File: src/design/lsu_pkg.sv
package lsu_pkg;

  ////////////////////
  // Sizes
  ////////////////////

  // Byte address width, giving a 1 KiB data memory
  localparam int addr_w = 10;

  // Number of 32-bit words behind the arbiter
  localparam int mem_words = 256;

  // The LSU never has more bus transfers than this in flight
  localparam int max_outstanding = 2;

  ////////////////////
  // Types
  ////////////////////

  // Access size as seen on the LSU request port
  typedef enum logic [1:0] {
    size_byte = 2'b00,
    size_half = 2'b01,
    size_word = 2'b10
  } lsu_size_e;

  // One bus word, seen either whole or as four byte lanes
  // Lane 0 is the least significant byte
  typedef union packed {
    logic [31:0]     word;
    logic [3:0][7:0] lanes;
  } lsu_word_u;

  // Outstanding transfer counter, wide enough for max_outstanding
  typedef logic [1:0] cnt_t;

endpackage

File: src/design/lsu_write_buffer.sv
`timescale 1ns/1ps

module lsu_write_buffer (
  input  logic                       clk,
  input  logic                       rst_n,
  input  logic                       wb_push_i,
  input  logic [lsu_pkg::addr_w-1:2] wb_addr_i,
  input  logic [3:0]                 wb_be_i,
  input  logic [31:0]                wb_wdata_i,
  output logic                       wb_empty_o,
  output logic                       bus_req_o,
  output logic [lsu_pkg::addr_w-1:2] bus_addr_o,
  output logic [3:0]                 bus_be_o,
  output logic [31:0]                bus_wdata_o,
  input  logic                       bus_gnt_i
);

  logic full_q;

  // A full entry is a standing bus request
  assign wb_empty_o = !full_q;
  assign bus_req_o  = full_q;

  always_ff @(posedge clk or negedge rst_n) begin
    if (!rst_n) begin
      full_q <= 1'b0;
    end else if (wb_push_i) begin
      full_q <= 1'b1;
    end else if (bus_gnt_i) begin
      full_q <= 1'b0;
    end
  end

  // Store transfer payload, loaded only into an empty entry
  always_ff @(posedge clk) begin
    if (wb_push_i) begin
      bus_addr_o  <= wb_addr_i;
      bus_be_o    <= wb_be_i;
      bus_wdata_o <= wb_wdata_i;
    end
  end

  ////////////////////
  // Assertions
  ////////////////////

  // The LSU must see the empty flag before pushing
  a_no_push_full: assert property (@(posedge clk) disable iff (!rst_n)
    wb_push_i |-> !full_q)
    else $error("lsu_write_buffer: push into a full buffer");

  a_payload_stable: assert property (@(posedge clk) disable iff (!rst_n)
    (bus_req_o && !bus_gnt_i) |=>
      bus_req_o && $stable(bus_addr_o) && $stable(bus_be_o) && $stable(bus_wdata_o))
    else $error("lsu_write_buffer: request dropped or payload changed before grant");

endmodule

File: config.mk
export PLATFORM = sky130hd
export DESIGN_NAME = lsu_write_buffer
export DESIGN_NICKNAME = d
export VERILOG_FILES = /design/src/design/lsu_pkg.sv /design/src/design/lsu_write_buffer.sv
export SDC_FILE = /design/constraint.sdc
export NUM_CORES = 1
export LEC_CHECK = 0
export BUFFER_PORTS_ARGS = -buffer_cell sky130_fd_sc_hd__buf_2
export CORE_MARGIN = 1
export CORE_UTILIZATION = 43
export CTS_CLUSTER_DIAMETER = 100
export DETAILED_ROUTE_END_ITERATION = 7
export PLACE_DENSITY = 0.83
export SLEW_MARGIN = 20
export SYNTH_ARGS = -nofsm -noshare
export SYNTH_HDL_FRONTEND = slang
export SYNTH_SLANG_ARGS = --single-unit
File: constraint.sdc
create_clock -name clk -period 1.75 [get_ports clk]
set_clock_uncertainty 0.05 [all_clocks]
set_input_delay 0.175 -clock clk [delete_from_list [all_inputs] [get_ports clk]]
set_output_delay 0.175 -clock clk [all_outputs]
set_load 0.02 [all_outputs]
# Word-level counts from Yosys, hierarchy flattened

Cells that the tools add are included.

Bits in registers: 45
Input bits: 48
Output and inout port bits: 46
Logic and storage cells: 8

Muxes and demuxes: 2
Reduce and logical (&&, ||, !) cells: 2

Operators by type and width:

| cell               | count |
|---|---|
| two-way mux 1 bit  | 2 |
| nonzero test 2 bit | 1 |
| zero test 1 bit    | 1 |

# Depth between registers and ports, before layout

Word-level depth: 2
Mapped depth: 2
Mapped depth without buffers: 2

# Least setup slack after synthesis

OpenSTA, ideal clock, no wires.

Path type: flip-flop to flip-flop
Start: reg bus_req_o (netlist name)
End: reg full_q, in the netlist bus_req_o
Library setup time: 124 ps
Data arrival time: 700 ps
Data required time: 1576 ps
Setup slack: 876 ps
Stages on the path, launching flop included: 3
Path buffers: 0
Period minus slack after synthesis: 874 ps
Cell sequence: dfrtp_1 > inv_1 > o21bai_2

RTL lines:

| item                 | line                   | source |
|---|---|---|
| to (signal assigned) | lsu_write_buffer.sv:26 | `full_q <= 1'b0;` |
| to (signal assigned) | lsu_write_buffer.sv:28 | `full_q <= 1'b1;` |
| to (signal assigned) | lsu_write_buffer.sv:30 | `full_q <= 1'b0;` |
| to (decl)            | lsu_write_buffer.sv:18 | `logic full_q;` |

# Final worst setup path

Start: reg full_q, in the netlist bus_req_o
End: out wb_empty_o

Longest elaborated chain between the ends: 1

RTL lines:

| item            | line                   | source |
|---|---|---|
| zero test 1 bit | lsu_write_buffer.sv:21 | `assign wb_empty_o = !full_q;` |
| to (decl)       | lsu_write_buffer.sv:10 | `output logic wb_empty_o,` |

No other way between the ends.

==> Flow_metrics.wiki <==
{| class="wikitable"
! Metric !! Value
|-
| Via count of the routed design || 1072
|-
| Origin of the critical flop-to-flop path || bus_req_o$_DFFE_PN0P_
|-
| Number of warnings reported in the yosys synthesis log || 0
|-
| WS Path Type || reg -> out
|-
| Skew-Pair Late Insertion Delay || 0.36 ns
|-
| Crit path cell chain || inv_1, buf_2
|-
| Ratio of routed vias to standard cells || 4.49
|-
| Final setup TNS || 0 ns
|-
| Fin crit period || 1.24 ns
|-
| Number of buffers added by the clock tree synthesis step || 5
|-
| DRT Pass-1 Iters || 5
|-
| Outcome || finished clean
|-
| Die area || 0.00339 sq mm
|-
| Peak fanout along the critical path || 2
|-
| First-pass GRT wire length || 5480 um
|-
| Classification of the worst-slack hold path || in -> async
|-
| Global-route met1 utilization || 0.306
|-
| Kind of end point of the critical path || output pin
|-
| Multi-input combinational cell area || 11.3 sq um
|-
| Maximum resistive drop on vdd || 0.711 mV
|-
| Total leakage power || 1.07 nW
|-
| Clock sink count || 45
|-
| GRT Residual Overflow || 0
|-
| Post-synth top area share || 0.971
|-
| Number of buffers inserted by port buffering || 93
|-
| Transition time at the pin with the least slew margin || 0.431 ns
|-
| Std cell rows || 20
|-
| Number of antenna cells inserted || 0
|-
| Worst-case reg-to-reg path depth || 2
|-
| Total Wirelength || 3850 um
|-
| Post-placement setup slack || 0.618 ns
|-
| Portion of the post-synthesis area used by sequential elements || 0.989
|-
| Post-synthesis instance area || 0.00136 sq mm
|-
| Yosys top cell by area || edfxtp_1
|-
| Data arrival time at the worst-slack endpoint || 1.01 ns
|-
| Sequential Area || 0.00135 sq mm
|-
| Final hold viol count || 0
|-
| Buffers from clock root to sink, at most || 2
|-
| Flops & latches, synth || 45
|-
| Slack of the worst reg-to-reg path || 1.06 ns
|-
| Root Driver || clkbuf_4
|-
| Number of global-route vias before repair || 998
|-
| Fin worst setup slack || 0.512 ns
|-
| Layout Utilization || 0.814
|-
| Fill cell instance count of the final layout || 144
|-
| Post-synthesis to final-layout area growth || 81.1%
|-
| Largest incremental delay on the critical path || 0.40 ns
|-
| Tcrit/Tclk final || 0.707
|-
| Pins Over Slew Limit || 0
|-
| Leading cell types in the layout, fill and taps excluded || buf_2, dlygate4sd3_1, edfxtp_1
|-
| Number of levels the H-tree was split into || 2
|-
| Power density over cell area || 989 mW/mm^2
|-
| Tot GR Track Use || 0.249
|-
| Largest net degree at the start of global routing || 29
|-
| Count of mapped cells out of synthesis || 47
|-
| Clock input transition at the sequential cells of the worst setup and hold paths || 0.11 ns
|-
| Achievable Freq || 808 MHz
|-
| Most heavily used metal layer in global routing || met2
|-
| Residual DRC count || 0
|-
| Antenna violations before repair || 0
|-
| Number of nets produced by synthesis || 95
|-
| Final GP Congestion || 0.672
|-
| Most frequent standard cell in the layout excluding fill and tap cells || buf_2
|-
| Routed WL per cell || 16.1 um
|-
| Met3 track demand over resource || 0.0781
|-
| Number of distinct library cells after synthesis || 4
|-
| MaxCap Viol Count || 0
|-
| Met2 routing resource usage after global routing || 0.383
|-
| Ratio of cells with drive above 1 in the final layout || 0.528
|-
| RSZ-0062 raised after global routing || false
|-
| Setup-failing EPs final || 0
|-
| Final total power || 2.44 mW
|-
| Half-perimeter wire length after placement || 1920 um
|-
| I/O pin cnt || 94
|-
| Category of the worst setup path launch point || flip-flop
|-
| Final net count || 242
|-
| Worst path required time || 1.52 ns
|-
| End of the worst register-to-register path || bus_req_o$_DFFE_PN0P_
|-
| Area inside the core boundary || 0.00303 sq mm
|-
| Average size of a mapped cell || 29.0 sq um
|-
| Relative slew margins || 0.713
|-
| CP max-delay cell || dfrtp_1
|-
| Die Span Y || 58.3 um
|-
| Remaining antenna violation count || 0
|-
| TritonCTS clock tree || done
|-
| Width of the die || 58.3 um
|-
| Starting DRC count in detailed routing || 60
|-
| Initial Util || 0.450
|-
| Leading post-synthesis cells by cell area || edfxtp_1, dfrtp_1, o21bai_2, inv_1
|}
per-layer routing:
| layer | part of all wire | routed length, um |
|---|---|---|
| met1 | 0.40 | 1530 |
| met2 | 0.48 | 1850 |
| met4 | 0.038 | 146 |
| met3 | 0.085 | 327 |
| met5 | 0 | 0 |
cell type report:
class	instances	area share
clock buffer	5	0.0152
clock inverter	3	0.0264
inverter	1	0.00152
multi-input combinational	1	0.00457
sequential	45	0.546
tap	44	0.0223
timing repair buffer	140	0.384
how the worst max path moves through the flow:
stage,end,slack [ns],startpoint,depth (start not counted)
2_1_floorplan,bus_req_o$_DFFE_PN0P_,0.88,bus_req_o$_DFFE_PN0P_,2
3_3_place_gp,bus_wdata_o[12]$_DFFE_PP_,0.65,wb_push_i,2
3_5_place_dp,bus_wdata_o[12]$_DFFE_PP_,0.62,wb_push_i,2
4_1_cts,wb_empty_o,0.51,bus_req_o$_DFFE_PN0P_,2
5_1_grt,wb_empty_o,0.46,bus_req_o$_DFFE_PN0P_,2
6_report,wb_empty_o,0.51,bus_req_o$_DFFE_PN0P_,2
Yosys cell counts:
library cell,n
inv_1,1
o21bai_2,1
edfxtp_1,44
dfrtp_1,1
report_power, final:
| group | total, mW | internal [mW] | switching, mW |
|---|---|---|---|
| registers | 1.30 | 1.28 | 0.0262 |
| clock network | 0.778 | 0.442 | 0.335 |
| logic | 0.359 | 0.164 | 0.195 |
sequential cells by signal (all words and copies together), names as in the netlist:
signal,count
bus_wdata_o,32
bus_addr_o,8
bus_be_o,4
bus_req_o,1
critical path, delay by kind of cell (launching register included):
family,cells,cell delay (ns)
buf+inv,2,0.25
flops,1,0.40
cells by family after synthesis:
kind of cell / Yosys count / synth area share
AO/OA/AOI/OAI: 1 / 0.00827
buffers and inverters: 1 / 0.00275
flip-flops: 45 / 0.989
metrics by stage:
| step | cell area [sq um] | std cells | hold slack [ns] |
|---|---|---|---|
| finish | 2460 | 239 | 0.0627 |
| floorplan | 1360 | 47 | -0.171 |
| global placement | 1900 | 185 | -0.0995 |
| detailed placement | 1900 | 185 | -0.0988 |
| global route | 2460 | 239 | 0.0751 |
| CTS | 2460 | 239 | 0.0617 |
what timing repair did:
| action | in CTS | in global routing |
|---|---|---|
| hold buffers | 46 | 0 |
| resized for setup | 0 | 0 |
| endpoints found under the hold margin | 46 | 0 |
| buffers inserted | 0 | 0 |
(Power assumes the default switching activity.)
