### src/design/lsu_pkg.sv
package lsu_pkg;

  ////////////////////
  // Sizes
  ////////////////////

  // Byte address width, giving a 1 KiB data memory
  localparam int addr_w = 10;

  // Number of 32-bit words behind the arbiter
  localparam int mem_words = 256;

  // The LSU never has more bus transfers than this in flight
  localparam int max_outstanding = 2;

  ////////////////////
  // Types
  ////////////////////

  // Access size as seen on the LSU request port
  typedef enum logic [1:0] {
    size_byte = 2'b00,
    size_half = 2'b01,
    size_word = 2'b10
  } lsu_size_e;

  // One bus word, seen either whole or as four byte lanes
  // Lane 0 is the least significant byte
  typedef union packed {
    logic [31:0]     word;
    logic [3:0][7:0] lanes;
  } lsu_word_u;

  // Outstanding transfer counter, wide enough for max_outstanding
  typedef logic [1:0] cnt_t;

endpackage

### src/design/lsu_split.sv
`timescale 1ns/1ps

module lsu_split (
  input  logic                       clk,
  input  logic                       rst_n,
  input  logic                       lsu_req_i,
  input  logic                       lsu_we_i,
  input  lsu_pkg::lsu_size_e         lsu_size_i,
  input  logic [lsu_pkg::addr_w-1:0] lsu_addr_i,
  input  logic [31:0]                lsu_wdata_i,
  output logic                       lsu_ready_o,
  output logic                       lsu_valid_o,
  output logic [31:0]                lsu_rdata_o,
  output logic                       lsu_busy_o,
  input  logic                       wb_empty_i,
  output logic                       wb_push_o,
  output logic [lsu_pkg::addr_w-1:2] st_addr_o,
  output logic [3:0]                 st_be_o,
  output logic [31:0]                st_wdata_o,
  output logic                       ld_req_o,
  output logic [lsu_pkg::addr_w-1:2] ld_addr_o,
  input  logic                       ld_gnt_i,
  input  logic                       bus_rvalid_i,
  input  logic [31:0]                bus_rdata_i,
  input  logic                       st_granted_i
);
  import lsu_pkg::*;

  logic              accept;
  logic [3:0]        size_mask;
  logic [7:0]        be_wide;
  logic              crosses;
  logic [addr_w-1:2] lo_waddr;
  logic [addr_w-1:2] hi_waddr;
  lsu_word_u         wdata_rot;
  logic              st_pend;
  logic              ld_done;

  logic              init_q;
  cnt_t              cnt_q;
  logic              split_q;
  logic [addr_w-1:2] hi_addr_q;
  logic [3:0]        hi_be_q;
  lsu_word_u         st_data_q;
  logic              ld_active_q;
  logic              ld_req_q;
  logic              ld_two_q;
  logic              ld_lo_seen_q;
  logic [addr_w-1:2] ld_addr_q;
  logic [1:0]        ld_off_q;
  logic [3:0]        ld_keep_q;
  lsu_word_u         ld_lo_q;
  lsu_word_u         lo_src;
  lsu_word_u         hi_src;
  lsu_word_u         merged;

  ////////////////////
  // Request decode
  ////////////////////

  // New work is taken only with no load running, no split half waiting
  // and an empty write buffer, so stores and loads stay in program order
  assign lsu_ready_o = init_q && !ld_active_q && !split_q && wb_empty_i;
  assign accept      = lsu_req_i && lsu_ready_o;

  always_comb begin
    case (lsu_size_i)
      size_byte: size_mask = 4'b0001;
      size_half: size_mask = 4'b0011;
      default:   size_mask = 4'b1111;
    endcase
  end

  // Upper nibble holds the lanes that spill into the next word
  assign be_wide  = {4'b0000, size_mask} << lsu_addr_i[1:0];
  assign crosses  = |be_wide[7:4];
  assign lo_waddr = lsu_addr_i[addr_w-1:2];
  assign hi_waddr = lo_waddr + 1'b1;

  // Rotate store bytes to their lanes; both halves share this word
  always_comb begin
    logic [1:0] lane;
    lane = '0;
    wdata_rot.word = '0;
    for (int i = 0; i < 4; i++) begin
      lane = lsu_addr_i[1:0] + 2'(i);
      wdata_rot.lanes[lane] = lsu_wdata_i[8*i +: 8];
    end
  end

  ////////////////////
  // Store path
  ////////////////////

  // The high half of a split store waits here until the buffer drains
  assign st_pend    = split_q && !ld_active_q;
  assign wb_push_o  = (accept && lsu_we_i) || (st_pend && wb_empty_i);
  assign st_addr_o  = st_pend ? hi_addr_q : lo_waddr;
  assign st_be_o    = st_pend ? hi_be_q : be_wide[3:0];
  assign st_wdata_o = st_pend ? st_data_q.word : wdata_rot.word;

  ////////////////////
  // Load path
  ////////////////////

  // Hold back a load transfer when the bus already carries the limit
  assign ld_req_o  = ld_req_q && (cnt_q < cnt_t'(max_outstanding));
  assign ld_addr_o = ld_addr_q;

  // The last response of a load is the only one for a single-word access
  assign ld_done = ld_active_q && bus_rvalid_i && (!ld_two_q || ld_lo_seen_q);

  // Result lane i comes from byte (offset + i) of the low and high words
  always_comb begin
    logic [1:0] lane;
    lane = '0;
    hi_src.word = bus_rdata_i;
    lo_src = ld_two_q ? ld_lo_q : hi_src;
    merged.word = '0;
    for (int i = 0; i < 4; i++) begin
      lane = ld_off_q + 2'(i);
      if (!ld_keep_q[i]) begin
        // Loads are zero-extended
        merged.lanes[i] = 8'h00;
      end else if (({1'b0, ld_off_q} + 3'(i)) < 3'd4) begin
        merged.lanes[i] = lo_src.lanes[lane];
      end else begin
        merged.lanes[i] = hi_src.lanes[lane];
      end
    end
  end

  assign lsu_busy_o = (cnt_q != '0) || !wb_empty_i || split_q || ld_active_q;

  ////////////////////
  // Control state
  ////////////////////

  always_ff @(posedge clk or negedge rst_n) begin
    if (!rst_n) begin
      init_q       <= 1'b0;
      cnt_q        <= '0;
      split_q      <= 1'b0;
      ld_active_q  <= 1'b0;
      ld_req_q     <= 1'b0;
      ld_two_q     <= 1'b0;
      ld_lo_seen_q <= 1'b0;
      lsu_valid_o  <= 1'b0;
    end else begin
      init_q      <= 1'b1;
      // Every LSU grant gets exactly one response, stores included
      cnt_q       <= cnt_q + cnt_t'(ld_gnt_i || st_granted_i) - cnt_t'(bus_rvalid_i);
      lsu_valid_o <= ld_done;
      if (accept) begin
        split_q      <= crosses;
        ld_active_q  <= !lsu_we_i;
        ld_req_q     <= !lsu_we_i;
        ld_two_q     <= crosses;
        ld_lo_seen_q <= 1'b0;
      end else begin
        if (st_pend && wb_empty_i) begin
          split_q <= 1'b0;
        end
        // First grant of a split load moves on to the high word
        if (ld_gnt_i) begin
          if (split_q) begin
            split_q <= 1'b0;
          end else begin
            ld_req_q <= 1'b0;
          end
        end
        if (ld_active_q && bus_rvalid_i) begin
          if (ld_two_q && !ld_lo_seen_q) begin
            ld_lo_seen_q <= 1'b1;
          end else begin
            ld_active_q <= 1'b0;
          end
        end
      end
    end
  end

  // Payload registers for the pending half and the load merge
  always_ff @(posedge clk) begin
    if (accept) begin
      hi_addr_q <= hi_waddr;
      hi_be_q   <= be_wide[7:4];
      st_data_q <= wdata_rot;
      ld_addr_q <= lo_waddr;
      ld_off_q  <= lsu_addr_i[1:0];
      ld_keep_q <= size_mask;
    end else if (ld_gnt_i) begin
      ld_addr_q <= hi_addr_q;
    end
    if (ld_active_q && bus_rvalid_i && !ld_lo_seen_q) begin
      ld_lo_q.word <= bus_rdata_i;
    end
    if (ld_done) begin
      lsu_rdata_o <= merged.word;
    end
  end

  ////////////////////
  // Assertions
  ////////////////////

  a_cnt_limit: assert property (@(posedge clk) disable iff (!rst_n)
    cnt_q <= cnt_t'(max_outstanding))
    else $error("lsu_split: outstanding count above limit");

  // A response with nothing in flight means the arbiter misrouted it
  a_no_spurious_rvalid: assert property (@(posedge clk) disable iff (!rst_n)
    bus_rvalid_i |-> (cnt_q != '0))
    else $error("lsu_split: rvalid with zero outstanding count");

  // A granted transfer stays counted until its response, so busy follows it
  a_busy_outstanding: assert property (@(posedge clk) disable iff (!rst_n)
    (ld_gnt_i || st_granted_i) |=> lsu_busy_o)
    else $error("lsu_split: transfer granted but busy is low while it is in flight");

  // A load completes only after its high half went out
  // So the next request always finds the split flag clear
  a_split_clear_on_done: assert property (@(posedge clk) disable iff (!rst_n)
    lsu_valid_o |-> !split_q)
    else $error("lsu_split: split flag still set when a load completes");

endmodule

### config.mk
export PLATFORM = sky130hd
export DESIGN_NAME = lsu_split
export DESIGN_NICKNAME = d
export VERILOG_FILES = /design/src/design/lsu_pkg.sv /design/src/design/lsu_split.sv
export SDC_FILE = /design/constraint.sdc
export NUM_CORES = 1
export LEC_CHECK = 0
export CORE_UTILIZATION = 30
export DETAILED_ROUTE_END_ITERATION = 7
export DONT_BUFFER_PORTS = 1
export PLACE_DENSITY = 0.51
export SLEW_MARGIN = 25
export SYNTH_ARGS = -nofsm -noshare
export SYNTH_HDL_FRONTEND = slang
export SYNTH_SLANG_ARGS = --single-unit
### constraint.sdc
create_clock -name clk -period 3.85 [get_ports clk]
set_clock_uncertainty 0.2 [all_clocks]
set_input_delay 0.1925 -clock clk [delete_from_list [all_inputs] [get_ports clk]]
set_output_delay 0.1925 -clock clk [all_outputs]
set_load 0.05 [all_outputs]
Word-level counts from Yosys, hierarchy flattened. Cells that the tools add are included.

Add/subtract/negate cells: 12. Order comparisons: 17. Equality and inequality tests: 3. Shift-type cells: 1. Mux-type cells: 51. Bitwise logic cells: 1. Reduce and logical (&&, ||, !) cells: 37.

Operators by type and width (number): two-way mux 8 bit (19); binary-select mux 8 bit (select 2 bit) (8); bitwise mux 32 bit (3); demux 8 bit (select 2 bit) (4); two-way mux 32 bit (2); bitwise AND 32 bit (1); < comparator 2 x 3 -> 1 bit (second input constant) (9); logical AND 1 bit (16); two-way mux 1 bit (13); < comparator 3 bit (second input constant) (3); adder 2 bit (second input constant) (4); adder 8 x 1 -> 8 bit (second input constant) (1); greater-or-equal comparator 2 x 1 -> 1 bit (second input constant) (4); case mux 4 bit (2 select lines) (1); nonzero test 2 bit (4); left shift 4 x 2 -> 8 bit (1); adder 2 x 2 -> 3 bit (second input constant) (2); zero test 1 bit (6); logical OR 1 bit (6); AND reduction 2 bit (3); adder 2 x 1 -> 2 bit (second input constant) (2); two-way mux 4 bit (1); inequality test 2 bit (second input constant) (2); OR reduction 4 bit (1); 6 further kinds (6).

Bits in registers: 131. Input bits: 84. Output and inout bits: 89. Logic and storage cells: 141.

Longest topological paths before layout.
Depth in word-level cells: 9. Mapped depth: 9. Gate-level depth less buffers: 6.

Least setup slack after synthesis. No wires, ideal clock.

Kind: flip-flop to output port. From: register split_q. To: output wb_push_o. Data arrival time: 2.703 ns. Data required time: 3.457 ns. Path slack: 0.755 ns. Cell stages (with the launch flop): 5. Path buffers: 0. Cells stage by stage: dfrtp_1 -> and4bb_2 -> nand2_1 -> inv_1 -> a22o_1.

Cells in the longest elaborated chain, start to end: 6. Elaborated cells on any way between the ends: 8. Those cells by class: reduce/logical: 8.

Ends and longest elaborated chain: start: declaration (line lsu_split.sv:41) `logic split_q;`; start signal: assignment (line lsu_split.sv:155) `split_q <= crosses;`; zero test 1 bit (line lsu_split.sv:63) `assign lsu_ready_o = init_q && !ld_active_q && !split_q && wb_empty_i;`; logical AND 1 bit (2 in series) (line lsu_split.sv:63); net lsu_ready_o (line lsu_split.sv:11) `output logic lsu_ready_o,`; logical AND 1 bit (line lsu_split.sv:64) `assign accept = lsu_req_i && lsu_ready_o;`; net accept (line lsu_split.sv:29) `logic accept;`; logical AND 1 bit (line lsu_split.sv:97) `assign wb_push_o = (accept && lsu_we_i) || (st_pend && wb_empty_i);`; logical OR 1 bit (line lsu_split.sv:97); end: declaration (line lsu_split.sv:16) `output logic wb_push_o,`.

The timed path passes the listed nets, and every way through them passes these cells.

Final worst setup path.
From: register ld_active_q. To: register ld_req_q.

Cells in the longest elaborated chain, start to end: 7. Elaborated cells on any way between the ends: 9. Those cells by class: eq/ne: 1; mux: 1; reduce/logical: 7.

Ends and longest elaborated chain: start: declaration (line lsu_split.sv:45) `logic ld_active_q;`; start signal: assignment (line lsu_split.sv:156) `ld_active_q <= !lsu_we_i;`; zero test 1 bit (*) (line lsu_split.sv:63); logical AND 1 bit (*) (3 in series) (line lsu_split.sv:63); net lsu_ready_o (line lsu_split.sv:11); logical AND 1 bit (*) (line lsu_split.sv:64); inequality test 2 bit (no line) / nonzero test 2 bit (equally long branches); AND reduction 2 bit (no line); end signal: assignment (line lsu_split.sv:157) `ld_req_q <= !lsu_we_i;`; end: declaration (line lsu_split.sv:46) `logic ld_req_q;`.

Mark *: on every way through the listed nets, which the timed path passes. The rest lies on a longest branch. A chain may end at the register's enable or synchronous reset.

==> metrics.txt <==
RSZ-0062 raised after global routing=false; htree depth=4; # rows=56; count of mapped cells out of synthesis=617; commonest non-fill, non-tap cell in the layout=nand2_1; Root Driver=clkbuf_16; CTS max path bufs=2; status=completed; Seq/Total Area, Yosys=0.516; total length of routed wires=21.0 mm; most frequent cells in the layout=nand2_1 (166), edfxtp_1 (119), dlygate4sd3_1 (111); endpoints failing setup=0; ANT nets after route=0; first-pass GRT wire length=32.6 mm; Vias=5505; worst hold path class=in -> reg; Reg2Reg Launch Point=ld_active_q$_DFFE_PN0P_; clock latency on the worst-skew pair=0.41 ns; DR WL/cell=19.9 microns; Setup TNS=0 ns; clk slew on worst S/H paths=0.06 ns; CP Buf/Inv Count=2; ys flop type=edfxtp_1; Worst setup startpoint=ld_active_q$_DFFE_PN0P_; FF+latch count, synth=128; pwr dens=548 nW/um^2; synth warn=0; Leak Pwr=3.46 nW; Crit Path Max Fanout=5; CP Class=reg -> reg; Total Routing Usage GR=0.172; arrival time worst endpoint=2.99 ns; critical path data required time=3.95 ns; PnR Total Power=5.18 mW; core area=23800 sq um; area used by multi-input combinational logic=3360 sq um; Final GP Congestion=0.842; I/O pins=173; Post-synth ARST share=0.0703; area leader, netlist=edfxtp_1; post-DP HPWL=13.5 mm; post-cts sizing count=0; Worst slew margin=0.270; FF+latch area=3800 sq um; clk sink count=128; top post-synthesis cells by area=edfxtp_1 (49%), mux4_2 (13%), nand2_1 (8.5%); Initial Utilization=0.310; EDFF count, synth=119; Slew Viols, Final=0; Detailed Routing Iterations Pass 1=4; initial antenna violation count=0; TritonCTS clock tree=done; fmax=0.346 GHz; vias in the first global route=5720; Max Cap Viol=0; die footprint=25200 sq um; fin crit share=0.752; Min Clock Period, post-route=2.89 ns; 1st-iter DRT viols=344; Netlist Area Pre-Place=7360 sq um; Worst-Margin Slew=1.09 ns; # DRC=0; CP peak stage delay=0.57 ns; Max IR drop VDD=307 uV; post-synth net total=706; Netlist cell types=48; share of post-route cells with drive strength above 1=0.162; CP delay by family, top=buffers and inverters; largest net degree at the start of global routing=44; total gr overflow=0; die height=159 microns; PortBufs=0; Avg Cell Area, Syn=11.9 sq um; Worst Hold Launch=bus_rdata_i[29]; Vias/cell=5.22; synth-to-layout area growth=28.3%; crit start category=register; post-synth top area share=0.485; fill count=2251; NumNets Final=811; antenna cells=0; Slowest-stage cell, CP=dlygate4sd3_1; worst-path cell chain=and4bb_2, a21oi_1, dlygate4sd3_1, o21ai_0, o21ai_0, dlygate4sd3_1; element type at the critical path end=register; Die X-Extent=159 microns; Fin. Hold Viols=0; CTS Buf Count=17
[cell usage after synthesis, drive strengths merged (2+ instances only)]
cell      n
and3      2
buf      24
nand2   166
o21ai    15
dfrtp     9
a21oi    12
o221ai    5
mux4     41
mux2     21
edfxtp  119
nand2b    4
mux2i    56
nor2     27
ha        5
clkbuf   17
o311ai    2
xnor2     6
o21a      5
o211ai    5
a22oi     5
inv       8
a22o      2
o22ai     9
o31ai     2
a31oi     5
nor3      4
a211oi   10
nor3b     2
nand3     3
xor2      2
nor2b    10
or2       2
[logic make-up (layout without fill, tap and decap cells)]
kind of cell	Yosys count	after routing	share of synthesized area
compound gates	80	80	0.0719
xor+xnor	8	8	0.00952
fa+ha+maj	5	5	0.00850
buf+inv	50	168	0.0318
flops	128	128	0.516
mux	118	118	0.234
other cells	1	1	0.000509
simple gates	227	227	0.128
[worst reg2reg max path: cells and delay by family (launching register included)]
kind / cells / cell delay [ns]
compound gates: 3 / 0.45
simple gates: 1 / 0.55
flops: 1 / 0.44
buf+inv: 2 / 1.13
[power breakdown]
group / leakage, nW / internal (mW) / switching, mW
combinational: 1.98 / 0.524 / 0.925
sequential: 1.21 / 1.77 / 0.316
clock: 0.278 / 1.01 / 0.634
[state kept, by name, summed over array words and instances, names as in the netlist]
signal and cells:
st_data_q 32, ld_active_q 1, ld_addr_o 8, split_q 1, ld_lo_q 32, ld_two_q 1
ld_req_q 1, hi_addr_q 8, ld_off_q 2, lsu_rdata_o 32, lsu_valid_o 1, ld_keep_q 2
cnt_q 2, ld_lo_seen_q 1, hi_be_q 3, init_q 1
[routing by layer]
metal	track usage	up-vias	share of wire
met3	0.0604	21	0.090
li1	-	2525	-
met5	0	-	0
met2	0.284	234	0.47
met1	0.212	2725	0.43
met4	0.0430	0	0.013
[final cells by class]
cell class | count | area share
Sequential cell | 128 | 0.402
Multi-Input combinational cell | 439 | 0.356
Timing Repair Buffer | 127 | 0.133
Clock buffer | 17 | 0.0450
Tap cell | 319 | 0.0423
Clock inverter | 15 | 0.0178
Inverter | 9 | 0.00358
[repair_timing]
item | CTS | global route
buffers inserted | 0 | 0
hold endpoints to repair | 119 | 0
hold buffers | 113 | 0
[path summary, 6_finish.rpt]
| kind | cells after the start | slack (ns) | to |
|---|---|---|---|
| min in group asynchronous | 2 | 0.48 | lsu_valid_o$_DFF_PN0_ |
| worst min register to register | 1 | 0.31 | cnt_q[0]$_DFF_PN0_ |
| worst max register to register | 6 | 0.96 | ld_req_q$_DFFE_PN0P_ |
| worst max-delay path | 6 | 0.96 | ld_req_q$_DFFE_PN0P_ |
| worst min-delay path | 3 | 0.02 | lsu_rdata_o[13]$_SDFFCE_PN0P_ |
| max in group asynchronous | 2 | 2.65 | ld_two_q$_DFFE_PN0P_ |
[stage by stage]
stage | setup slack, ns | util | hold WS [ns] | instances | instance area, sq um
floorplan | 0.755 | - | -0.303 | 617 | 7360
global placement | 1.09 | 0.324 | -0.303 | 909 | 7700
detailed placement | 0.989 | 0.324 | -0.303 | 909 | 7700
CTS | 0.981 | 0.398 | 0.00159 | 1054 | 9440
global route | 0.815 | 0.398 | 0.00825 | 1054 | 9440
finish | 0.957 | 0.398 | 0.0204 | 1054 | 9440
(Power assumes the default switching activity.)
