File: config.mk
export PLATFORM = sky130hd
export DESIGN_NAME = mem_arbiter
export DESIGN_NICKNAME = d
export VERILOG_FILES = /design/src/design/lsu_pkg.sv /design/src/design/mem_arbiter.sv
export SDC_FILE = /design/constraint.sdc
export NUM_CORES = 1
export LEC_CHECK = 0
export ABC_AREA = 1
export BUFFER_PORTS_ARGS = -buffer_cell sky130_fd_sc_hd__clkbuf_2
export CAP_MARGIN = 5
export CORE_AREA = 3 3 67 44
export DETAILED_ROUTE_END_ITERATION = 10
export DIE_AREA = 0 0 70 47
export PLACE_DENSITY = 0.78
export SLEW_MARGIN = 10
export SYNTH_ARGS = -nofsm -noshare
export SYNTH_HDL_FRONTEND = slang
export SYNTH_SLANG_ARGS = --single-unit
File: constraint.sdc
create_clock -name clk -period 1.3 [get_ports clk]
set_clock_uncertainty 0.05 [all_clocks]
set_input_delay 0.26 -clock clk [delete_from_list [all_inputs] [get_ports clk]]
set_output_delay 0.26 -clock clk [all_outputs]
set_load 0.02 [all_outputs]
File: src/design/lsu_pkg.sv
package lsu_pkg;

  ////////////////////
  // Sizes
  ////////////////////

  // Byte address width, giving a 1 KiB data memory
  localparam int addr_w = 10;

  // Number of 32-bit words behind the arbiter
  localparam int mem_words = 256;

  // The LSU never has more bus transfers than this in flight
  localparam int max_outstanding = 2;

  ////////////////////
  // Types
  ////////////////////

  // Access size as seen on the LSU request port
  typedef enum logic [1:0] {
    size_byte = 2'b00,
    size_half = 2'b01,
    size_word = 2'b10
  } lsu_size_e;

  // One bus word, seen either whole or as four byte lanes
  // Lane 0 is the least significant byte
  typedef union packed {
    logic [31:0]     word;
    logic [3:0][7:0] lanes;
  } lsu_word_u;

  // Outstanding transfer counter, wide enough for max_outstanding
  typedef logic [1:0] cnt_t;

endpackage

File: src/design/mem_arbiter.sv
`timescale 1ns/1ps

module mem_arbiter (
  input  logic                       clk,
  input  logic                       rst_n,
  input  logic                       lsu_req_i,
  input  logic                       lsu_we_i,
  input  logic [lsu_pkg::addr_w-1:2] lsu_addr_i,
  input  logic [3:0]                 lsu_be_i,
  input  logic [31:0]                lsu_wdata_i,
  output logic                       lsu_gnt_o,
  output logic                       lsu_rvalid_o,
  input  logic                       fetch_req_i,
  input  logic [lsu_pkg::addr_w-1:2] fetch_addr_i,
  output logic                       fetch_gnt_o,
  output logic                       fetch_rvalid_o,
  output logic                       mem_req_o,
  output logic                       mem_we_o,
  output logic [lsu_pkg::addr_w-1:2] mem_addr_o,
  output logic [3:0]                 mem_be_o,
  output logic [31:0]                mem_wdata_o,
  input  logic                       mem_rvalid_i
);

  logic       last_fetch_q;
  logic       pick_lsu;
  logic [1:0] tag_q;
  logic [1:0] tag_cnt_q;
  logic [1:0] tag_d;
  logic [1:0] tag_cnt_d;

  ////////////////////
  // Selection
  ////////////////////

  // On a tie, the port that did not win last time goes first
  assign pick_lsu    = lsu_req_i && (!fetch_req_i || last_fetch_q);
  assign lsu_gnt_o   = pick_lsu;
  assign fetch_gnt_o = fetch_req_i && !pick_lsu;

  // The memory grants whatever it sees, so a request here is a grant
  assign mem_req_o   = lsu_req_i || fetch_req_i;
  assign mem_we_o    = pick_lsu && lsu_we_i;
  assign mem_addr_o  = pick_lsu ? lsu_addr_i : fetch_addr_i;
  assign mem_be_o    = pick_lsu ? lsu_be_i : 4'hf;
  assign mem_wdata_o = lsu_wdata_i;

  ////////////////////
  // Response routing
  ////////////////////

  // Tag bit 1 means the fetch port owns that response; entry 0 is the oldest
  assign lsu_rvalid_o   = mem_rvalid_i && !tag_q[0];
  assign fetch_rvalid_o = mem_rvalid_i && tag_q[0];

  always_comb begin
    tag_d     = tag_q;
    tag_cnt_d = tag_cnt_q;
    if (mem_rvalid_i) begin
      tag_d     = {1'b0, tag_q[1]};
      tag_cnt_d = tag_cnt_d - 2'd1;
    end
    if (mem_req_o) begin
      tag_d[tag_cnt_d[0]] = fetch_gnt_o;
      tag_cnt_d           = tag_cnt_d + 2'd1;
    end
  end

  always_ff @(posedge clk or negedge rst_n) begin
    if (!rst_n) begin
      last_fetch_q <= 1'b0;
      tag_q        <= '0;
      tag_cnt_q    <= '0;
    end else begin
      if (mem_req_o) begin
        last_fetch_q <= fetch_gnt_o;
      end
      tag_q     <= tag_d;
      tag_cnt_q <= tag_cnt_d;
    end
  end

  // Each memory request belongs to exactly one port, and no grant goes out without one
  a_one_grant: assert property (@(posedge clk) disable iff (!rst_n)
    $onehot0({lsu_gnt_o, fetch_gnt_o}) && (mem_req_o == (lsu_gnt_o || fetch_gnt_o)))
    else $error("mem_arbiter: grants do not match the memory request");

  // With the single-cycle memory, each grant comes back to its owner next cycle
  a_grant_owner: assert property (@(posedge clk) disable iff (!rst_n)
    mem_req_o |=> (lsu_rvalid_o == $past(lsu_gnt_o)) && (fetch_rvalid_o == $past(fetch_gnt_o)))
    else $error("mem_arbiter: response routed to the wrong port");

endmodule

---- Word-level counts from Yosys, hierarchy flattened ----
Index checks and enable logic that the tools add are counted.
word-level totals
  output and inout bits ................... 50
  register bits after elaboration ......... 5
cells by class
  $add $sub $neg .......................... 2
  $lt $le $gt $ge ......................... 2
  reduce and logical (&&, ||, !) cells .... 11
  mux-type cells .......................... 9
operators by type and width
  kind                 count
  $mux 2               4
  $mux 8               1
  $logic_and 1x1->1    6
  $mux 4               1
  $logic_not 1->1      3
  $add 2x1->2 const B  1
  $bwmux 2             1
  $logic_or 1x1->1     2
  $lt 1x2->1 const B   1
  $sub 2x1->2 const B  1
  $demux 1 s1          1
  $ge 1x1->1 const B   1
  $mux 1               1

---- Longest topological paths before layout ----
Gate-level depths: netlist of run 1.
  word-level depth ........................ 8
  gate-level depth with buffers ........... 6
  depth with buffers taken out ............ 6

---- Least setup slack after synthesis of run 1 ----
Ideal clock, no wire load.
  path kind ............................... register -> output
  start ................................... register last_fetch_q
  end ..................................... output fetch_gnt_o
  arrival time ............................ 0.950 ns
  required time ........................... 0.990 ns
  stages on the path, launching flop included .. 6
  slack ................................... 0.040 ns
  path through ............................ dfrtp_1 -> inv_1 -> nand2_2 -> nand2_4 -> inv_2 -> nor2_1
on the way
  cells in the longest elaborated chain, start to end .. 4
ends and longest elaborated chain
  what                    line               source
  from (decl)             mem_arbiter.sv:25  logic last_fetch_q;
  from (signal assigned)  mem_arbiter.sv:76  last_fetch_q <= fetch_gnt_o;
  $logic_or 1x1->1        mem_arbiter.sv:37  assign pick_lsu = lsu_req_i && (!fetch_req_i || last_fetch_q);
  $logic_and 1x1->1       mem_arbiter.sv:37
  net lsu_gnt_o           mem_arbiter.sv:11  output logic lsu_gnt_o,
  $logic_not 1->1         mem_arbiter.sv:39  assign fetch_gnt_o = fetch_req_i && !pick_lsu;
  $logic_and 1x1->1       mem_arbiter.sv:39
  to (decl)               mem_arbiter.sv:15  output logic fetch_gnt_o,
The timed path passes the listed nets, and every way through them passes these cells.

---- Final worst setup path of run 1 ----
  start ................................... register last_fetch_q
  end ..................................... output mem_addr_o[9] in the netlist's numbering
on the way
  cells in the longest elaborated chain, start to end .. 3
ends and longest elaborated chain
  what               line               source
  $logic_or 1x1->1   mem_arbiter.sv:37
  $logic_and 1x1->1  mem_arbiter.sv:37
  $mux 8             mem_arbiter.sv:44  assign mem_addr_o = pick_lsu ? lsu_addr_i : fetch_addr_i;
  to (decl)          mem_arbiter.sv:19  output logic [lsu_pkg::addr_w-1:2] mem_addr_o,
No other way between the ends.

==> impl_metrics.py, run 1 <==
metrics = {
    "status": {
        "outcome": "finished, violations left",
        "violations_in_the_final_reports": "negative setup slack",
    },
    "clock_network": {
        "cts_tree": "yes",
        "htree_num_levels": 1,
        "worstSkewPairLatency_ns": 0.22,
        "cts.sinks": 4,
        "clock_path_buffers": 2,
        "clock-root-buffer": "clkbuf_8",
        "cts-buffers-inserted": 3,
        "clk_transition_reported_paths_ns": 0.03,
    },
    "floorplanning": {
        "die-area_um2": 3290,
        "fp.dieH_um": 47,
        "ioPinCount": 108,
        "core-area_um2": 2420,
        "die_w_um": 70,
        "site_rows": 14,
        "initial_core_utilization_pct": 26.3,
    },
    "worst_setup_path": {
        "critPathLaunchType": "flip-flop",
        "worst-path-max-fanout": 6,
        "timing.critical_path.required_ns": 0.99,
        "criticalPathCategory": "flip-flop to primary output",
        "crit_slowest_cell": "dfrtp_1",
        "worstReg2RegStart": "last_fetch_q",
        "timing.critical_path.slowest_cell_delay_ns": 0.37,
        "arrival_ns": 1.19,
        "setup.worst_path.start": "last_fetch_q",
        "crit_chain": "inv_2, nand2_4, nand2_8, buf_6, nand2_2, nand2_1, clkbuf_8",
        "critical-path-top-delay-family": "flip-flops",
        "worst-path-buf-inv": 3,
        "critical_path.endpoint_type": "primary output",
    },
    "synthesis": {
        "synth_top_area_cell": "buf_4",
        "synth_enable_flop_cells": 0,
        "synth.lib_cells_used.distinct": 17,
        "synth.area.top_cells": "buf_4, nand2_1, dfrtp_1, inv_1, nand2_4",
        "synth_area_per_cell_um2": 6.43,
        "yosys_register_bits": 4,
        "asyncSetResetFlopFracSynth_pct": 100,
        "synth_flop_cell": "dfrtp_1",
        "post_synth_instance_area_um2": 637,
        "synthesis.yosys.warnings": 0,
        "synth_common_cells": "buf_4, nand2_1, inv_1",
        "synth_sequential_area_ratio_pct": 15.7,
        "synthDominantCellAreaShare_pct": 37.7,
        "syn_nets": 157,
        "syn_inst": 99,
    },
    "worst_hold_path": {
        "hold_path_class": "input port to asynchronous set/reset pin",
    },
    "drt": {
        "totalWireLength_mm": 1.50,
        "ant_nets": 0,
        "num_vias": 621,
        "vias_per_cell": 4.09,
        "drc_violations_left": 0,
        "drt_first_pass_iters": 4,
        "initialDrtViolationCount": 14,
        "route.detailed.wl_per_inst_um": 9.89,
    },
    "placed_design": {
        "place.detailed.instances": 144,
        "port_buffers": 43,
        "detailed_place_hpwl_mm": 1.16,
        "preCtsSetupSlack_ns": -0.0303,
        "placer_congestion_estimate": 0.636,
    },
    "timing": {
        "max_freq_mhz": 668,
        "timing.slew.headroom_pct": 84.4,
        "final-max-slew-violation-count": 0,
        "setup_repair_after_global_routing_missed_its_margin": "yes",
        "finalSetupTns_ns": -2.27,
        "timing_hold_violations_final": 0,
        "period_share_pct": 115,
        "timing_worst_slew_pin_value_ns": 0.232,
        "whs_ns": 0.338,
        "timing.final.ws_setup_ns": -0.197,
        "setup_viol": 15,
        "timing.final.crit_period_ns": 1.50,
    },
    "final_layout": {
        "utilization_pct": 38.5,
        "synthToLayoutAreaGrowth_pct": 46.2,
        "finalNetCount": 180,
        "antennaDiodeCount": 0,
        "stdcell_count": 152,
        "share_of_post_route_cells_with_drive_strength_above_1_pct": 65.0,
        "nFillCells": 259,
    },
    "grt": {
        "via_count_of_the_first_global_routing_pass": 578,
        "gr-total-overflow": 0,
        "grt_first_pass_wirelength_mm": 2.28,
        "number_of_antenna_violations_at_the_first_check_in_global_routing": 0,
        "track_usage_pct": 8.88,
        "grt_max_degree": 11,
    },
    "job": {
        "max_cap_check_violation_count": 0,
    },
    "power": {
        "static-leakage-power_uw": 0.000524,
        "power.density_nw_per_um2": 927,
        "peak_supply_drop_v": 0.000294,
    },
}
-- state kept, by name, summed over array words and instances, names as in the netlist --
| signal | cells |
|---|---|
| tag_cnt_q | 1 |
| last_fetch_q | 1 |
| tag_q | 2 |
-- worst register-to-register path, delay by kind of cell, from the launching register on --
family | cells | cell delay, ns
AOI/OAI and AO/OA | 1 | 0.04
and+or+nand+nor | 3 | 0.28
DFF | 1 | 0.33
buffers and inverters | 3 | 0.31
-- layout by cell type (no fill, tap or decap) --
cell type and instances:
clkbuf_2 29, buf_8 7, a21oi_1 1, nand2_8 1, nand3_1 2, nand2_4 3, o21ai_0 2, dlygate4sd3_1 1
or2_4 1, inv_1 6, nor2_1 2, inv_6 1, dfrtp_1 4, nand2_2 13, nand3_2 1, nand2_1 21
clkbuf_4 2, clkbuf_8 5, nor2_4 2, buf_4 4, nor2_2 1, inv_2 2, a21oi_2 1, or2_1 3
buf_6 5
-- kinds of logic after synthesis --
kind of cell | Yosys count | share of synthesized area [%]
flops | 4 | 15.7
compound gates | 4 | 3.73
simple gates | 49 | 35.8
buf+inv | 42 | 44.8
-- per-layer routing --
layer,vias up,share of wire [%],GRT usage [%]
met4,0,0.67,3.44
met3,4,13,5.34
met1,269,39,9.82
met5,-,0,0
met2,42,47,14.4
li1,306,-,-
-- where the power goes --
| part | switching [uW] | total, uW | internal, uW |
|---|---|---|---|
| registers | 16.4 | 166 | 149 |
| clock network | 61.9 | 259 | 197 |
| logic | 229 | 438 | 208 |
| total | 308 | 863 | 555 |
-- worst paths after layout --
check	end	slack (ns)	depth (start not counted)
min in group clk	last_fetch_q	0.34	3
hold / removal	tag_q[1]	0.34	2
setup / recovery	mem_addr_o[9]	-0.20	7
max in group asynchronous	last_fetch_q	0.74	2
hold reg to reg	tag_q[1]	0.48	2
setup reg to reg	tag_q[0]	0.17	7
-- cell type report --
type | count | area [um^2] | area share (%)
Clock buffer | 3 | 41.3 | 4.44
Inverter | 9 | 38.8 | 4.17
Multi-Input combinational cell | 54 | 322 | 34.5
Sequential cell | 4 | 100 | 10.8
Tap cell | 32 | 40.0 | 4.30
Timing Repair Buffer | 50 | 389 | 41.8
-- repair_timing --
item | 4_1_cts | 5_1_grt
setup buffers | 2 | 1
hold buffers | 1 | 0
resized for setup | 33 | 27
setup endpoints to repair | 15 | 15
gates cloned | 1 | 0
pin swaps | 8 | 6
hold endpoints to repair | 4 | 0
-- stage by stage --
stage / instance area, um^2 / total power (uW)
floorplan: 637 / 503
global placement: 663 / 473
detailed placement: 663 / 479
CTS: 863 / 834
global route: 931 / 925
finish: 931 / 863
No activity file was read; power rests on OpenSTA's default activity.
==> run 2, diff against run 1 <==
--- a/config.mk
+++ b/config.mk
@@ -5,13 +5,12 @@
 export SDC_FILE = /design/constraint.sdc
 export NUM_CORES = 1
 export LEC_CHECK = 0
-export ABC_AREA = 1
 export BUFFER_PORTS_ARGS = -buffer_cell sky130_fd_sc_hd__clkbuf_2
 export CAP_MARGIN = 5
-export CORE_AREA = 3 3 67 44
+export CORE_AREA = 3 3 68 44
 export DETAILED_ROUTE_END_ITERATION = 10
-export DIE_AREA = 0 0 70 47
-export PLACE_DENSITY = 0.78
+export DIE_AREA = 0 0 71 47
+export PLACE_DENSITY = 0.77
 export SLEW_MARGIN = 10
 export SYNTH_ARGS = -nofsm -noshare
 export SYNTH_HDL_FRONTEND = slang
==> constraint.sdc (replaced) <==
create_clock -name clk -period 1.51 [get_ports clk]
set_clock_uncertainty 0.05 [all_clocks]
set_input_delay 0.302 -clock clk [delete_from_list [all_inputs] [get_ports clk]]
set_output_delay 0.302 -clock clk [all_outputs]
set_load 0.02 [all_outputs]
==> run 2 against run 1 <==
Against the previous run: the flow still finishes with violations (negative setup slack); clock power shrank 16%; critical path depth down 3; global-route usage is 1.0 points higher; area after synthesis increased by 1.4%; first-iteration DRC count fell by 7.1%; setup slack worse by 0.046 ns; core utilization shrank 2.5 points; critical path type unchanged; largest cell class unchanged; register-to-register slack better by 0.14 ns.
==> impl_metrics.py, run 2 <==
metrics = {
    "clock_network": {
        "worstSkewPairLatency_ns": 0.21,
        "htree_num_levels": 1,
        "clk_transition_reported_paths_ns": 0.03,
        "cts-buffers-inserted": 3,
        "cts.sinks": 4,
        "clock-root-buffer": "clkbuf_8",
        "clock_path_buffers": 2,
        "cts_tree": "yes",
    },
    "drt": {
        "vias_per_cell": 4.31,
        "initialDrtViolationCount": 13,
        "drt_first_pass_iters": 4,
        "drc_violations_left": 0,
        "num_vias": 526,
        "ant_nets": 0,
        "totalWireLength_mm": 1.68,
        "route.detailed.wl_per_inst_um": 13.7,
    },
    "synthesis": {
        "synth.area.top_cells": "buf_4, dfrtp_1, mux2_2, mux2_4, or2b_1",
        "synth_sequential_area_ratio_pct": 15.5,
        "yosys_register_bits": 4,
        "asyncSetResetFlopFracSynth_pct": 100,
        "synth_flop_cell": "dfrtp_1",
        "synthesis.yosys.warnings": 0,
        "synth.lib_cells_used.distinct": 24,
        "synth_top_area_cell": "buf_4",
        "synth_area_per_cell_um2": 9.09,
        "synth_enable_flop_cells": 0,
        "syn_nets": 129,
        "yosys.cell_count.top_type": "buf_4",
        "synth_common_cells": "buf_4, mux2_2, dfrtp_1, or2b_1, mux2_4",
        "post_synth_instance_area_um2": 646,
        "syn_inst": 71,
        "synthDominantCellAreaShare_pct": 37.2,
    },
    "worst_setup_path": {
        "timing.critical_path.required_ns": 1.16,
        "worst-path-max-fanout": 8,
        "timing.critical_path.slowest_cell_delay_ns": 0.35,
        "criticalPathCategory": "flip-flop to primary output",
        "crit_chain": "nand2b_4, and2_4, mux2_4, buf_8",
        "critical_path.endpoint_type": "primary output",
        "arrival_ns": 1.40,
        "crit_slowest_cell": "dfrtp_1",
        "critical-path-top-delay-family": "simple AND/OR/NAND/NOR gates",
        "critPathLaunchType": "flip-flop",
        "worst-path-buf-inv": 1,
    },
    "power": {
        "peak_supply_drop_v": 0.000289,
        "power.density_nw_per_um2": 956,
        "total_power_uw": 843,
        "static-leakage-power_uw": 0.000468,
    },
    "placed_design": {
        "placer_congestion_estimate": 0.725,
        "detailed_place_hpwl_mm": 1.26,
        "preCtsSetupSlack_ns": -0.0982,
        "port_buffers": 43,
    },
    "final_layout": {
        "sequential_cell_area_um2": 100,
        "nFillCells": 254,
        "layout_top_registers": "tag_q (2), last_fetch_q (1), tag_cnt_q (1)",
        "synthToLayoutAreaGrowth_pct": 36.6,
        "max_flop_register": "tag_q",
        "finalNetCount": 150,
        "most-common-layout-cells": "clkbuf_2, mux2_4, buf_8",
        "antennaDiodeCount": 0,
        "largest_register_ffs": 2,
        "layout.cells.most_common": "clkbuf_2",
        "share_of_post_route_cells_with_drive_strength_above_1_pct": 72.2,
        "multi_input_area_um2": 299,
    },
    "timing": {
        "timing.slew.headroom_pct": 85.8,
        "timing.final.crit_period_ns": 1.75,
        "whs_ns": 0.388,
        "period_share_pct": 116,
        "max_freq_mhz": 570,
        "timing.final.ws_setup_ns": -0.243,
        "setup_repair_after_global_routing_missed_its_margin": "yes",
        "setup_viol": 15,
        "timing_worst_slew_pin_value_ns": 0.212,
        "final-max-slew-violation-count": 0,
        "timing_hold_violations_final": 0,
    },
    "job": {
        "max_cap_check_violation_count": 0,
    },
    "grt": {
        "via_count_of_the_first_global_routing_pass": 540,
        "gr-total-overflow": 0,
        "number_of_antenna_violations_at_the_first_check_in_global_routing": 0,
        "grt_max_degree": 9,
        "grt_first_pass_wirelength_mm": 2.48,
        "track_usage_pct": 9.90,
    },
    "floorplanning": {
        "die_w_um": 71,
        "core-area_um2": 2450,
        "die-area_um2": 3340,
        "site_rows": 14,
        "initial_core_utilization_pct": 26.3,
        "ioPinCount": 108,
        "fp.dieH_um": 47,
    },
    "status": {
        "outcome": "finished, violations left",
        "violations_in_the_final_reports": "negative setup slack",
    },
    "worst_hold_path": {
        "hold_path_class": "input port to asynchronous set/reset pin",
    },
}
-- run 2: layer usage --
layer	wire length [um]	track usage, %
met5	0	0
met2	918	16.2
met3	133	4.70
met4	0	5.99
met1	624	10.9
-- run 2: path summary, 6_finish.rpt --
| check | start | slack [ns] | end | cells past startpoint |
|---|---|---|---|---|
| hold reg to reg | last_fetch_q | 0.49 | last_fetch_q | 2 |
| min in group clk | mem_rvalid_i | 0.39 | tag_q[0] | 2 |
| hold / removal | rst_n | 0.39 | last_fetch_q | 2 |
| setup / recovery | last_fetch_q | -0.24 | mem_addr_o[6] | 4 |
| setup reg to reg | last_fetch_q | 0.31 | tag_q[1] | 5 |
| max in group asynchronous | rst_n | 0.90 | tag_q[1] | 2 |
-- run 2: cell type report --
class | count | area share (%)
clock buffer | 3 | 4.68
multi-input combinational | 31 | 33.9
inverter | 2 | 0.851
sequential | 4 | 11.3
tap | 32 | 4.54
timing repair buffer | 50 | 44.7
-- run 2: per-stage QoR --
| stage | cell area [um^2] | TNS, ns | instances | utilization (%) |
|---|---|---|---|---|
| 2_1_floorplan | 646 | -0.177 | 71 | - |
| 3_3_place_gp | 653 | -0.401 | 114 | 26.6 |
| 3_5_place_dp | 653 | -0.641 | 114 | 26.6 |
| 4_1_cts | 833 | -3.31 | 121 | 34.0 |
| 5_1_grt | 882 | -3.91 | 122 | 36.0 |
| 6_report | 882 | -3.04 | 122 | 36.0 |
-- run 2: cells by family (layout without fill, tap and decap cells) --
group / Yosys count / in the layout / synth area share, %
buffers and inverters: 37 / 55 / 43.0
AND/OR/NAND/NOR: 13 / 14 / 15.3
multiplexers: 8 / 8 / 15.7
AO/OA/AOI/OAI: 7 / 7 / 7.75
flip-flops: 4 / 4 / 15.5
XOR/XNOR: 2 / 2 / 2.71
-- run 2: worst register-to-register path, delay by kind of cell, from the launching register on --
| kind | cells | cell delay, ns |
|---|---|---|
| DFF | 1 | 0.38 |
| buffers and inverters | 2 | 0.26 |
| AOI/OAI and AO/OA | 1 | 0.13 |
| and+or+nand+nor | 2 | 0.30 |
-- run 2: report_power, final --
group	internal (uW)	switching (uW)	leakage (uW)	total, uW
Combinational	240	201	0.000398	441
Clock	169	49.1	0.0000216	218
Sequential	150	33.3	0.0000484	184
-- run 2: timing repair --
item,4_1_cts,5_1_grt
setup buffers,2,1
cloned,1,0
resized for setup,26,24
hold buffers,1,0
endpoints found under the hold margin,4,0
setup endpoints to repair,15,15
